`src/source/periph_consts.svh`:
```
`ifndef PERIPH_CONSTS_SVH
`define PERIPH_CONSTS_SVH

// Bus and pin widths.
`define PERIPH_ADDR_W 8
`define PERIPH_DATA_W 32
`define GPIO_WIDTH    32

`define REG_GPIO_IO0  8'h00
`define REG_GPIO_DIR0 8'h04
`define REG_GPIO_IO1  8'h08
`define REG_GPIO_DIR1 8'h0C

`define REG_TMR_COUNT 8'h20
`define REG_TMR_CMP   8'h24
`define REG_TMR_CTRL  8'h28 // Bit 0 count enable, bit 1 irq enable.
`define REG_TMR_STAT  8'h2C // Bit 0 match flag, write 1 to clear.

`define TMR_CTRL_EN_BIT 0
`define TMR_CTRL_IE_BIT 1

// Region decode.
`define GPIO_BASE   8'h00
`define TIMER_BASE  8'h20
`define REGION_MASK 8'hE0

`endif

```
`src/source/periph_pkg.sv`:
```
`default_nettype none

`include "periph_consts.svh"

package periph_pkg;

    typedef logic [`PERIPH_ADDR_W-1:0] addr_t;
    typedef logic [`PERIPH_DATA_W-1:0] data_t;
    typedef logic [`GPIO_WIDTH-1:0]    gpio_word_t;

    // One host access.
    typedef struct packed {
        addr_t addr;
        data_t wdata;
        logic  write;
    } bus_req_t;

    typedef struct packed {
        data_t rdata;
        logic  err;    // Unmapped address.
    } bus_rsp_t;

    typedef enum logic [1:0] {
        IDLE,
        ACCESS,
        RESP
    } bridge_state_t;

endpackage

`default_nettype wire

```
`src/source/bus_bridge.sv`:
```
`timescale 1ns/1ns
`default_nettype none

module bus_bridge import periph_pkg::*; (
    input  wire            clk_bus,
    input  wire            rst_n,
    input  wire bus_req_t  req_i,
    input  wire            req_valid_i,
    output logic           req_ready_o,
    output bus_rsp_t       rsp_o,
    output logic           rsp_valid_o,
    input  wire            rsp_ready_i,
    output addr_t          bus_addr_o,
    output data_t          bus_wdata_o,
    output logic           bus_read_o,
    output logic           bus_write_o,
    input  wire data_t     bus_rdata_i,
    input  wire            bus_err_i
);

    bridge_state_t state_q;
    bus_req_t      req_q;
    logic          capture;

    assign req_ready_o = (state_q == IDLE);
    assign capture     = (state_q == RESP) && !rsp_valid_o; // First RESP cycle.

    always_ff @(posedge clk_bus or negedge rst_n) begin
        if (!rst_n) begin
            state_q     <= IDLE;
            rsp_valid_o <= 1'b0;
        end else begin
            case (state_q)
                IDLE: begin
                    if (req_valid_i) begin
                        state_q <= ACCESS;
                    end
                end
                ACCESS: begin
                    state_q <= RESP;
                end
                RESP: begin
                    if (capture) begin
                        rsp_valid_o <= 1'b1;
                    end else if (rsp_ready_i) begin
                        rsp_valid_o <= 1'b0; // Handshake done.
                        state_q     <= IDLE;
                    end
                end
                default: begin
                    state_q <= IDLE;
                end
            endcase
        end
    end

    always_ff @(posedge clk_bus) begin
        if (req_valid_i && req_ready_o) begin
            req_q <= req_i;
        end
        // Registered peripheral data is valid only in this cycle.
        if (capture) begin
            rsp_o.rdata <= bus_rdata_i;
            rsp_o.err   <= bus_err_i;
        end
    end

    assign bus_addr_o  = req_q.addr;
    assign bus_wdata_o = req_q.wdata;
    assign bus_read_o  = (state_q == ACCESS) && !req_q.write;
    assign bus_write_o = (state_q == ACCESS) && req_q.write;

endmodule

`default_nettype wire

```
`src/source/periph_decode.sv`:
```
`timescale 1ns/1ns
`default_nettype none

`include "periph_consts.svh"

module periph_decode import periph_pkg::*; (
    input  wire         clk_bus,
    input  wire         rst_n,
    input  wire addr_t  bus_addr_i,
    input  wire         bus_read_i,
    input  wire         bus_write_i,
    output logic        gpio_read_o,
    output logic        gpio_write_o,
    output logic        tmr_read_o,
    output logic        tmr_write_o,
    input  wire data_t  gpio_rdata_i,
    input  wire data_t  tmr_rdata_i,
    output data_t       bus_rdata_o,
    output logic        bus_err_o
);

    logic gpio_hit;
    logic tmr_hit;
    logic sel_gpio_q;
    logic sel_tmr_q;

    assign gpio_hit = (bus_addr_i & `REGION_MASK) == `GPIO_BASE;
    assign tmr_hit  = (bus_addr_i & `REGION_MASK) == `TIMER_BASE;

    assign gpio_read_o  = bus_read_i && gpio_hit;
    assign gpio_write_o = bus_write_i && gpio_hit;
    assign tmr_read_o   = bus_read_i && tmr_hit;
    assign tmr_write_o  = bus_write_i && tmr_hit;

    // Registered alongside the peripheral read data.
    always_ff @(posedge clk_bus or negedge rst_n) begin
        if (!rst_n) begin
            sel_gpio_q <= 1'b0;
            sel_tmr_q  <= 1'b0;
            bus_err_o  <= 1'b0;
        end else begin
            sel_gpio_q <= gpio_read_o;
            sel_tmr_q  <= tmr_read_o;
            bus_err_o  <= (bus_read_i || bus_write_i) && !gpio_hit && !tmr_hit;
        end
    end

    always_comb begin
        if (sel_gpio_q) begin
            bus_rdata_o = gpio_rdata_i;
        end else if (sel_tmr_q) begin
            bus_rdata_o = tmr_rdata_i;
        end else begin
            bus_rdata_o = '0; // Unmapped or no read.
        end
    end

endmodule

`default_nettype wire

```
`src/source/gpio_top.sv`:
```
`timescale 1ns/1ns
`default_nettype none

`include "periph_consts.svh"

module gpio_top import periph_pkg::*; (
    input  wire              clk_bus,
    input  wire              rst_n,
    input  wire addr_t       bus_address_i,
    input  wire data_t       bus_data_i,
    output data_t            bus_data_o,
    input  wire              bus_read_i,
    input  wire              bus_write_i,
    input  wire gpio_word_t  gpio0_in_i,
    input  wire gpio_word_t  gpio1_in_i,
    output gpio_word_t       gpio0_out_o,
    output gpio_word_t       gpio0_oe_o,
    output gpio_word_t       gpio1_out_o,
    output gpio_word_t       gpio1_oe_o
);

    gpio_word_t [1:0] pin_in;
    gpio_word_t [1:0] sync_meta_q;
    gpio_word_t [1:0] sync_q;
    gpio_word_t [1:0] value_q;
    gpio_word_t [1:0] mode_q;   // 1 drives the pin.

    assign pin_in = {gpio1_in_i, gpio0_in_i};

    // Two-flop input synchroniser.
    always_ff @(posedge clk_bus or negedge rst_n) begin
        if (!rst_n) begin
            sync_meta_q <= '0;
            sync_q      <= '0;
        end else begin
            sync_meta_q <= pin_in;
            sync_q      <= sync_meta_q;
        end
    end

    always_ff @(posedge clk_bus or negedge rst_n) begin
        if (!rst_n) begin
            value_q <= '0;
            mode_q  <= '0;
        end else if (bus_write_i) begin
            case (bus_address_i)
                `REG_GPIO_IO0: begin
                    value_q[0] <= bus_data_i;
                end
                `REG_GPIO_DIR0: begin
                    mode_q[0] <= bus_data_i;
                end
                `REG_GPIO_IO1: begin
                    value_q[1] <= bus_data_i;
                end
                `REG_GPIO_DIR1: begin
                    mode_q[1] <= bus_data_i;
                end
                default: begin
                end
            endcase
        end
    end

    assign gpio0_out_o = value_q[0];
    assign gpio0_oe_o  = mode_q[0];
    assign gpio1_out_o = value_q[1];
    assign gpio1_oe_o  = mode_q[1];

    // Read data lives for one cycle after the strobe.
    always_ff @(posedge clk_bus or negedge rst_n) begin
        if (!rst_n) begin
            bus_data_o <= '0;
        end else if (bus_read_i) begin
            case (bus_address_i)
                `REG_GPIO_IO0:  bus_data_o <= sync_q[0];
                `REG_GPIO_DIR0: bus_data_o <= mode_q[0];
                `REG_GPIO_IO1:  bus_data_o <= sync_q[1];
                `REG_GPIO_DIR1: bus_data_o <= mode_q[1];
                default:        bus_data_o <= '0;
            endcase
        end else begin
            bus_data_o <= '0;
        end
    end

endmodule

`default_nettype wire

```
`src/source/sys_timer.sv`:
```
`timescale 1ns/1ns
`default_nettype none

`include "periph_consts.svh"

module sys_timer import periph_pkg::*; (
    input  wire         clk_bus,
    input  wire         rst_n,
    input  wire addr_t  bus_address_i,
    input  wire data_t  bus_data_i,
    output data_t       bus_data_o,
    input  wire         bus_read_i,
    input  wire         bus_write_i,
    output logic        irq_o
);

    data_t       count_q;
    data_t       cmp_q;
    logic [1:0]  ctrl_q;
    logic        match_q;
    logic        count_en;
    logic        hit;

    assign count_en = ctrl_q[`TMR_CTRL_EN_BIT];
    assign hit      = count_en && (count_q == cmp_q);

    always_ff @(posedge clk_bus or negedge rst_n) begin
        if (!rst_n) begin
            count_q <= '0;
            cmp_q   <= '0;
            ctrl_q  <= '0;
            match_q <= 1'b0;
            irq_o   <= 1'b0;
        end else begin
            if (bus_write_i && bus_address_i == `REG_TMR_COUNT) begin
                count_q <= bus_data_i;
            end else if (count_en) begin
                count_q <= count_q + 1'b1; // Wraps at the top.
            end
            if (bus_write_i && bus_address_i == `REG_TMR_CMP) begin
                cmp_q <= bus_data_i;
            end
            if (bus_write_i && bus_address_i == `REG_TMR_CTRL) begin
                ctrl_q <= bus_data_i[1:0];
            end
            // A new match wins over a clear in the same cycle.
            if (hit) begin
                match_q <= 1'b1;
            end else if (bus_write_i && bus_address_i == `REG_TMR_STAT && bus_data_i[0]) begin
                match_q <= 1'b0;
            end
            irq_o <= match_q && ctrl_q[`TMR_CTRL_IE_BIT];
        end
    end

    always_ff @(posedge clk_bus or negedge rst_n) begin
        if (!rst_n) begin
            bus_data_o <= '0;
        end else if (bus_read_i) begin
            case (bus_address_i)
                `REG_TMR_COUNT: bus_data_o <= count_q;
                `REG_TMR_CMP:   bus_data_o <= cmp_q;
                `REG_TMR_CTRL:  bus_data_o <= {{(`PERIPH_DATA_W-2){1'b0}}, ctrl_q};
                `REG_TMR_STAT:  bus_data_o <= {{(`PERIPH_DATA_W-1){1'b0}}, match_q};
                default:        bus_data_o <= '0;
            endcase
        end else begin
            bus_data_o <= '0;
        end
    end

endmodule

`default_nettype wire

```
`src/source/periph_top.sv`:
```
`timescale 1ns/1ns
`default_nettype none

module periph_top import periph_pkg::*; (
    input  wire              clk_bus,
    input  wire              rst_n,
    input  wire bus_req_t    req_i,
    input  wire              req_valid_i,
    output logic             req_ready_o,
    output bus_rsp_t         rsp_o,
    output logic             rsp_valid_o,
    input  wire              rsp_ready_i,
    input  wire gpio_word_t  gpio0_in_i,
    input  wire gpio_word_t  gpio1_in_i,
    output gpio_word_t       gpio0_out_o,
    output gpio_word_t       gpio0_oe_o,
    output gpio_word_t       gpio1_out_o,
    output gpio_word_t       gpio1_oe_o,
    output logic             irq_o
);

    addr_t bus_addr;
    data_t bus_wdata;
    data_t bus_rdata;
    data_t gpio_rdata;
    data_t tmr_rdata;
    logic  bus_read;
    logic  bus_write;
    logic  bus_err;
    logic  gpio_read;
    logic  gpio_write;
    logic  tmr_read;
    logic  tmr_write;

    bus_bridge u_bridge (
        .clk_bus     (clk_bus),
        .rst_n       (rst_n),
        .req_i       (req_i),
        .req_valid_i (req_valid_i),
        .req_ready_o (req_ready_o),
        .rsp_o       (rsp_o),
        .rsp_valid_o (rsp_valid_o),
        .rsp_ready_i (rsp_ready_i),
        .bus_addr_o  (bus_addr),
        .bus_wdata_o (bus_wdata),
        .bus_read_o  (bus_read),
        .bus_write_o (bus_write),
        .bus_rdata_i (bus_rdata),
        .bus_err_i   (bus_err)
    );

    periph_decode u_decode (
        .clk_bus      (clk_bus),
        .rst_n        (rst_n),
        .bus_addr_i   (bus_addr),
        .bus_read_i   (bus_read),
        .bus_write_i  (bus_write),
        .gpio_read_o  (gpio_read),
        .gpio_write_o (gpio_write),
        .tmr_read_o   (tmr_read),
        .tmr_write_o  (tmr_write),
        .gpio_rdata_i (gpio_rdata),
        .tmr_rdata_i  (tmr_rdata),
        .bus_rdata_o  (bus_rdata),
        .bus_err_o    (bus_err)
    );

    gpio_top u_gpio (
        .clk_bus       (clk_bus),
        .rst_n         (rst_n),
        .bus_address_i (bus_addr),
        .bus_data_i    (bus_wdata),
        .bus_data_o    (gpio_rdata),
        .bus_read_i    (gpio_read),
        .bus_write_i   (gpio_write),
        .gpio0_in_i    (gpio0_in_i),
        .gpio1_in_i    (gpio1_in_i),
        .gpio0_out_o   (gpio0_out_o),
        .gpio0_oe_o    (gpio0_oe_o),
        .gpio1_out_o   (gpio1_out_o),
        .gpio1_oe_o    (gpio1_oe_o)
    );

    sys_timer u_timer (
        .clk_bus       (clk_bus),
        .rst_n         (rst_n),
        .bus_address_i (bus_addr),
        .bus_data_i    (bus_wdata),
        .bus_data_o    (tmr_rdata),
        .bus_read_i    (tmr_read),
        .bus_write_i   (tmr_write),
        .irq_o         (irq_o)
    );

endmodule

`default_nettype wire

```
`config.mk`:
```
export PLATFORM = sky130hd
export DESIGN_NAME = periph_top
export DESIGN_NICKNAME = d
export VERILOG_FILES = /design/src/source/periph_pkg.sv /design/src/source/bus_bridge.sv /design/src/source/periph_decode.sv /design/src/source/gpio_top.sv /design/src/source/sys_timer.sv /design/src/source/periph_top.sv
export VERILOG_INCLUDE_DIRS = /design/src /design/src/source
export SDC_FILE = /design/constraint.sdc
export NUM_CORES = 1
export LEC_CHECK = 0
export ABC_CLOCK_PERIOD_IN_PS = 3350
export BUFFER_PORTS_ARGS = -buffer_cell sky130_fd_sc_hd__buf_2
export CELL_PAD_IN_SITES_DETAIL_PLACEMENT = 0
export CELL_PAD_IN_SITES_GLOBAL_PLACEMENT = 1
export CORE_ASPECT_RATIO = 1.1
export CORE_MARGIN = 1.5
export CORE_UTILIZATION = 47
export DETAILED_ROUTE_END_ITERATION = 7
export PLACE_DENSITY = 0.8
export SYNTH_ARGS = -nofsm -noshare
export SYNTH_HDL_FRONTEND = slang
export SYNTH_HIERARCHICAL = 1
export SYNTH_SLANG_ARGS = --single-unit
export TNS_END_PERCENT = 50
```
`constraint.sdc`:
```
create_clock -name clk_bus -period 3.35 [get_ports clk_bus]
set_input_delay 0 -clock clk_bus [delete_from_list [all_inputs] [get_ports clk_bus]]
set_output_delay 0 -clock clk_bus [all_outputs]
set_load 0.01 [all_outputs]
```
==> After elaboration in Yosys (flattened, before gate mapping) <==
Index checks and enable logic that the tools add are counted.
{ "op_classes": {"n_addsub": 1, "n_reduce_logical": 34, "n_eq_ne": 14, "muxes": 16} }
{ "op_table": {"columns": ["cell", "n"], "rows": [
  ["32-bit one-hot mux with 4 select lines", 2],
  ["32-bit two-way mux", 6],
  ["32-bit by 1-bit adder with 32-bit output, second input constant", 1],
  ["32-bit equality test", 1],
  ["8-bit by 6-bit equality test with 1-bit output, second input constant", 4],
  ["1-bit logical AND", 17],
  ["8-bit by 4-bit equality test with 1-bit output, second input constant", 2],
  ["8-bit logical NOT", 2],
  ["2-bit AND reduction", 5],
  ["8-bit by 3-bit equality test with 1-bit output, second input constant", 1],
  ["2-bit two-way mux", 3],
  ["2-bit != test, second input constant", 3],
  ["2-bit one-hot mux with 3 select lines", 1],
  ["2-bit nonzero test", 3],
  ["1-bit logical NOT", 4],
  ["1-bit two-way mux", 4],
  ["3-bit by 1-bit equality test with 1-bit output, second input constant", 1],
  ["3-bit AND reduction", 1],
  ["2-bit by 1-bit equality test with 1-bit output, second input constant", 1],
  ["2-bit equality test, second input constant", 1],
  ["2-bit logical NOT", 1],
  ["1-bit logical OR", 1]
]} }
{ "word_totals": {"input_bits": 109, "regBits": 468, "word_cells": 90, "output_inout_bits": 164} }

==> Logic depth before layout (Yosys ltp) <==
{ "logic_depth": {"depth_word": 7, "depth_mapped": 7, "depth_no_buf": 6} }

==> Modules after synthesis <==
Netlist, hierarchy kept.
{ "modules_own_cells": {"columns": ["module", "n_inst", "seq_area_each_um2", "area_per_inst_um2", "cells_each"], "rows": [
  ["gpio_top", 1, 7206.9, 9828.2, 514],
  ["sys_timer", 1, 2502.4, 4971.0, 440],
  ["bus_bridge", 1, 2297.2, 2676.3, 130],
  ["periph_decode", 1, 75.1, 474.2, 52]
]} }

==> Worst setup path after synthesis <==
Ideal clock, no wire load.
{ "synth_path": {"path_kind": "reg-to-reg", "start": "register u_bridge.state_q[0]", "end": "register u_bridge/rsp_o[0] (netlist name)", "t_arrival_ps": 1940, "setup_ps": 423, "period_less_slack_ps": 2363, "path_slack_ps": 987, "required_ps": 2927, "n_path_buf": 0, "stages_incl_launch_ff": 3, "cell_sequence": "dfrtp_1 > nand2b_4 > nor2_1"} }
{ "synth_between": {"elab_chain_cells": 2} }
{ "synth_lines": {"columns": ["item", "line_no", "source"], "rows": [
  ["start: declaration", "bus_bridge.sv:21", "bridge_state_t state_q;"],
  ["start signal: assignment", "bus_bridge.sv:30", "state_q <= IDLE;"],
  ["start signal: assignment", "bus_bridge.sv:36", "state_q <= ACCESS;"],
  ["start signal: assignment", "bus_bridge.sv:40", "state_q <= RESP;"],
  ["2-bit equality test", "bus_bridge.sv:26", "assign capture = (state_q == RESP) && !rsp_valid_o;"],
  ["1-bit logical AND", "bus_bridge.sv:26", null],
  ["named net u_bridge.capture", "bus_bridge.sv:23", "logic capture;"]
]} }
The timed path passes the listed nets, and every way through them passes these cells.
A chain may end at the register's enable or synchronous reset.

==> Final worst setup path <==
{ "layout_path": {"start": "register u_bridge.state_q[1]", "end": "register u_gpio.value_q (netlist bit u_gpio/gpio0_out_o[12])"} }
{ "layout_between": {"elab_chain_cells": 4} }
{ "layout_lines": {"columns": ["item", "line_no", "source"], "rows": [
  ["2-bit by 1-bit equality test with 1-bit output", "bus_bridge.sv:71", "assign bus_write_o = (state_q == ACCESS) && req_q.write;"],
  ["1-bit logical AND", "bus_bridge.sv:71", null],
  ["named net bus_write", "periph_top.sv:28", "logic bus_write;"],
  ["1-bit logical AND", "periph_decode.sv:31", "assign gpio_write_o = bus_write_i && gpio_hit;"],
  ["named net gpio_write", "periph_top.sv:31", "logic gpio_write;"],
  ["2-bit AND reduction (no source line)", null, null],
  ["end: declaration", "gpio_top.sv:25", "gpio_word_t [1:0] value_q;"]
]} }
The timed path passes the listed nets, and every way through them passes these cells.

==> results.cfg <==
[setup_path]
required_ns = 3.80
critPathLaunchType = flip-flop
rr_startpoint = u_bridge/state_q[1]
cp_max_fo = 21
ff2ff_setup_slack_ns = 0.80
list_of_cells_traversed_by_the_critical_path = nand2b_1 -> nor2_1 -> nor4b_1 -> nand4_1 -> buf_4 -> mux2_2
worst_r2r_path_depth = 6
timing.critical_path.arrival_ns = 3.00
cpMaxStageDelayCell = nor4b_1
critPathKind = reg -> reg
rr_endpoint = u_gpio/gpio0_out_o[12]
cpLargestDelayFamily = simple AND/OR/NAND/NOR gates
critical_path.max_stage_delay_ns = 0.59
worstPathBufferInverterCount = 1
timing.critical_path.to_type = flip-flop

[timing]
maxSlewViolCount = 0
fin_tns_setup_ns = 0
timing.slew.headroom_pct = 36.3
hold-worst-slack_ns = 0.0524
timing_worst_slew_pin_value_ns = 0.953
finalCritPeriodShare_pct = 76.1
unrepaired_setup_endpoints_after_global_routing = false
min_period_ns = 2.55
setup_viol_count_final = 0
post_route_clock_skew_ns = 0.0252
timing.final.hold_violations = 0
max_clock_freq_mhz = 392

[placed_design]
place_inst = 1834
io_buffer_count = 272
gp_routability_congestion = 0.803
detailed_place_hpwl_um = 27200

[pwr]
portion_of_total_power_attributed_to_the_clock_network_pct = 41.6
p_sw_share_pct = 23.6
power_dissipated_by_switching_net_loads_mw = 2.95
p_comb_share_pct = 7.7
seq_power_share_pct = 50.7
power_density_nw_per_um2 = 564
cell_internal_pwr_mw = 9.56
vdd_ir_drop_max_v = 0.000454
p_leak_nw = 10.7

[routing]
route.vias.total = 10400
routed_wire_length_per_instance_um = 20.3
wl_met3_um = 2050
met2RoutedLength_um = 20400
routed_wl_um = 41300
drtPass1Iterations = 4
routedLengthMet1_um = 18000
routed_via_density = 5.12
dr.first_iter.drc_count = 491
top_layer_used = met4
drc_errors = 0
drt.antenna.violating_nets = 0

[clock_network]
cts_buffers = 48
clk-insertion-delay-late_ns = 0.58
clock_tree.htree_level_count = 2
path_clk_slew_ns = 0.06
numClockSinks = 468
tritoncts = done
clockBufferDepth = 3
cts_repair_resize_count = 0
clk_root_buf = clkbuf_16

[worst_hold_path]
min_path_cells = 2
min_delay_worst_endpoint = u_gpio/sync_meta_q[1]
min_from = gpio0_in_i[1]
timing.hold.worst.class = in -> reg

[yosys]
synth.cells.most_frequent = dfrtp_1, mux2_2, edfxtp_1, nor2_1, buf_4
avgSynthCellArea_um2 = 15.8
netlist-cell-type-count = 49
asyncSetResetFlopFracSynth_pct = 84.2
yosys_warnings = 6
ranking_of_synthesized_cells_by_area = dfrtp_1, edfxtp_1, mux2_2, mux4_2, mux2_4
ys_ff_latch = 468
synth.cell_area_um2 = 17900
synth_top_area_share_pct = 54.9
synth_fp_nets = 1246
biggest_area_consumer_among_synthesized_cells = dfrtp_1
synth_seq_area_share_pct = 67.3
number_of_synthesized_flops_with_an_enable_pin = 74
yosys.cell_count.top_type = dfrtp_1
ys_dominant_reg_cell = dfrtp_1
syn_inst = 1136

[cells_and_area]
finalCoreUtilization_pct = 59.3
n_fill_cell = 2901
insertedDiodeCount = 0
drive_above_1_share_pct = 38.3
fin_nets = 1610
final-seq-area_um2 = 12100
multi_input_logic_area_um2 = 5160
flow.area_growth_from_synthesis_pct = 23.7
finished_layout_cells = 2033

[global_route]
global_route.overflow_total = 0
global_route.usage.total_pct = 21.5
initial_antenna_violation_count = 0
grt_start_max_net_pins = 91
grt_pass1_vias = 11100
grt_first_pass_wirelength_um = 64300

[die]
die-area_um2 = 39400
ioPinCount = 273
fp.dieW_um = 189
placement_rows = 74
floorplan.core_area_um2 = 37400
initial_core_util_pct = 48.0
die_h_um = 208

[status]
outcome = finished, final reports clean

[flow_run]
max_cap_violations = 0
## sequential cells by signal, indices dropped and copies added (netlist names), 2 cells and up
| register | flops |
|---|---|
| u_gpio/bus_data_o | 32 |
| u_timer/ctrl_q | 2 |
| u_bridge/rsp_o | 33 |
| u_gpio/gpio0_out_o | 32 |
| u_gpio/sync_meta_q | 64 |
| u_gpio/sync_q | 64 |
| u_timer/count_q | 32 |
| u_gpio/gpio1_out_o | 32 |
| u_gpio/gpio1_oe_o | 32 |
| u_bridge/state_q | 2 |
| u_timer/cmp_q | 32 |
| u_bridge/bus_addr_o | 8 |
| u_gpio/gpio0_oe_o | 32 |
| u_timer/bus_data_o | 32 |
| u_bridge/bus_wdata_o | 32 |
## worst max path at each step
stage / end / depth (start not counted) / from / slack (ns)
floorplan: u_bridge/rsp_o[0] / 2 / u_bridge/state_q[0] / 0.99
global placement: u_timer/cmp_q[25] / 5 / u_bridge/bus_addr_o[7] / 0.93
detailed placement: u_gpio/gpio0_out_o[12] / 6 / u_bridge/state_q[1] / 0.88
CTS: u_gpio/gpio0_out_o[12] / 6 / u_bridge/state_q[1] / 0.85
global route: u_gpio/gpio0_out_o[12] / 6 / u_bridge/state_q[1] / 0.55
finish: u_gpio/gpio0_out_o[12] / 6 / u_bridge/state_q[1] / 0.80
## routing by layer
metal	up-vias	track usage, %
li1	4752	-
met1	5355	28.8
met2	248	35.7
met3	58	4.28
met4	0	6.35
met5	-	0
## cells by family (layout without fill, tap and decap cells)
group	count (synthesis)	count (layout)	share of synthesized area [%]
buffers and inverters	103	506	4.00
and+or+nand+nor	205	205	6.64
DFF	468	468	67.3
AOI/OAI and AO/OA	99	99	3.85
xor gates and xnor gates	61	61	2.98
adders and majority gates	1	1	0.0697
muxes	199	199	15.2
## power groups by stage
| stage | combinational [mW] | sequential [mW] | clock (mW) |
|---|---|---|---|
| after detailed placement | 0.879 | 6.46 | 0 |
| final | 0.961 | 6.35 | 5.21 |
| after floorplan | 0.559 | 6.33 | 0 |
| after global routing | 1.04 | 6.39 | 5.58 |
| after CTS | 0.981 | 6.36 | 5.34 |
| after global placement | 0.871 | 6.45 | 0 |
## metrics by stage
| stage | instance area, µm² | total power [mW] | setup slack (ns) |
|---|---|---|---|
| final | 22200 | 12.5 | 0.802 |
| after floorplan | 17900 | 6.89 | 0.987 |
| after detailed placement | 19500 | 7.34 | 0.882 |
| after global placement | 19500 | 7.32 | 0.927 |
| after global routing | 22200 | 13.0 | 0.554 |
| after CTS | 22200 | 12.7 | 0.848 |
## placed cells by master (no fill, tap or decap), types with 3 or more instances in the layout
cell type      netlist  routed
clkbuf_8             0       5
dlygate4sd3_1        0     110
clkinv_2             0       8
nor2_1              74      73
dfrtp_1            394     394
buf_4               40      26
buf_12               0       5
bufinv_16            0       3
a21oi_1             29      29
xor2_1              38      38
and3_1              11      11
nor4_1               4       4
clkinv_1             0       5
mux4_2              33      33
clkbuf_1            23      13
a22o_1              31      31
nand4_1             22      22
nor2b_1             35      35
clkinvlp_4           0       3
clkbuf_16            0      49
a22oi_1             30      30
mux2_4              30      30
mux2i_1              3       3
nand2_1             11      11
edfxtp_1            74      74
a31oi_1              3       3
inv_1                4       4
and2_1               6       5
nand3_1             16      15
xnor2_1             23      23
mux2_2             133     133
o21ai_0              4       4
nand3_2              2       3
buf_2               13     271
## final cells by class
type	instances	area share, %
Clock inverter	22	0.925
Timing Repair Buffer	413	12.5
Tap cell	494	2.78
Multi-Input combinational cell	565	23.3
Inverter	4	0.0676
Clock buffer	67	6.05
Sequential cell	468	54.4
## timing repair
action,4_1_cts,5_1_grt
hold endpoints to repair,423,0
hold buffers,110,0
buffers inserted,0,0
No activity file was read; power rests on OpenSTA's default activity.
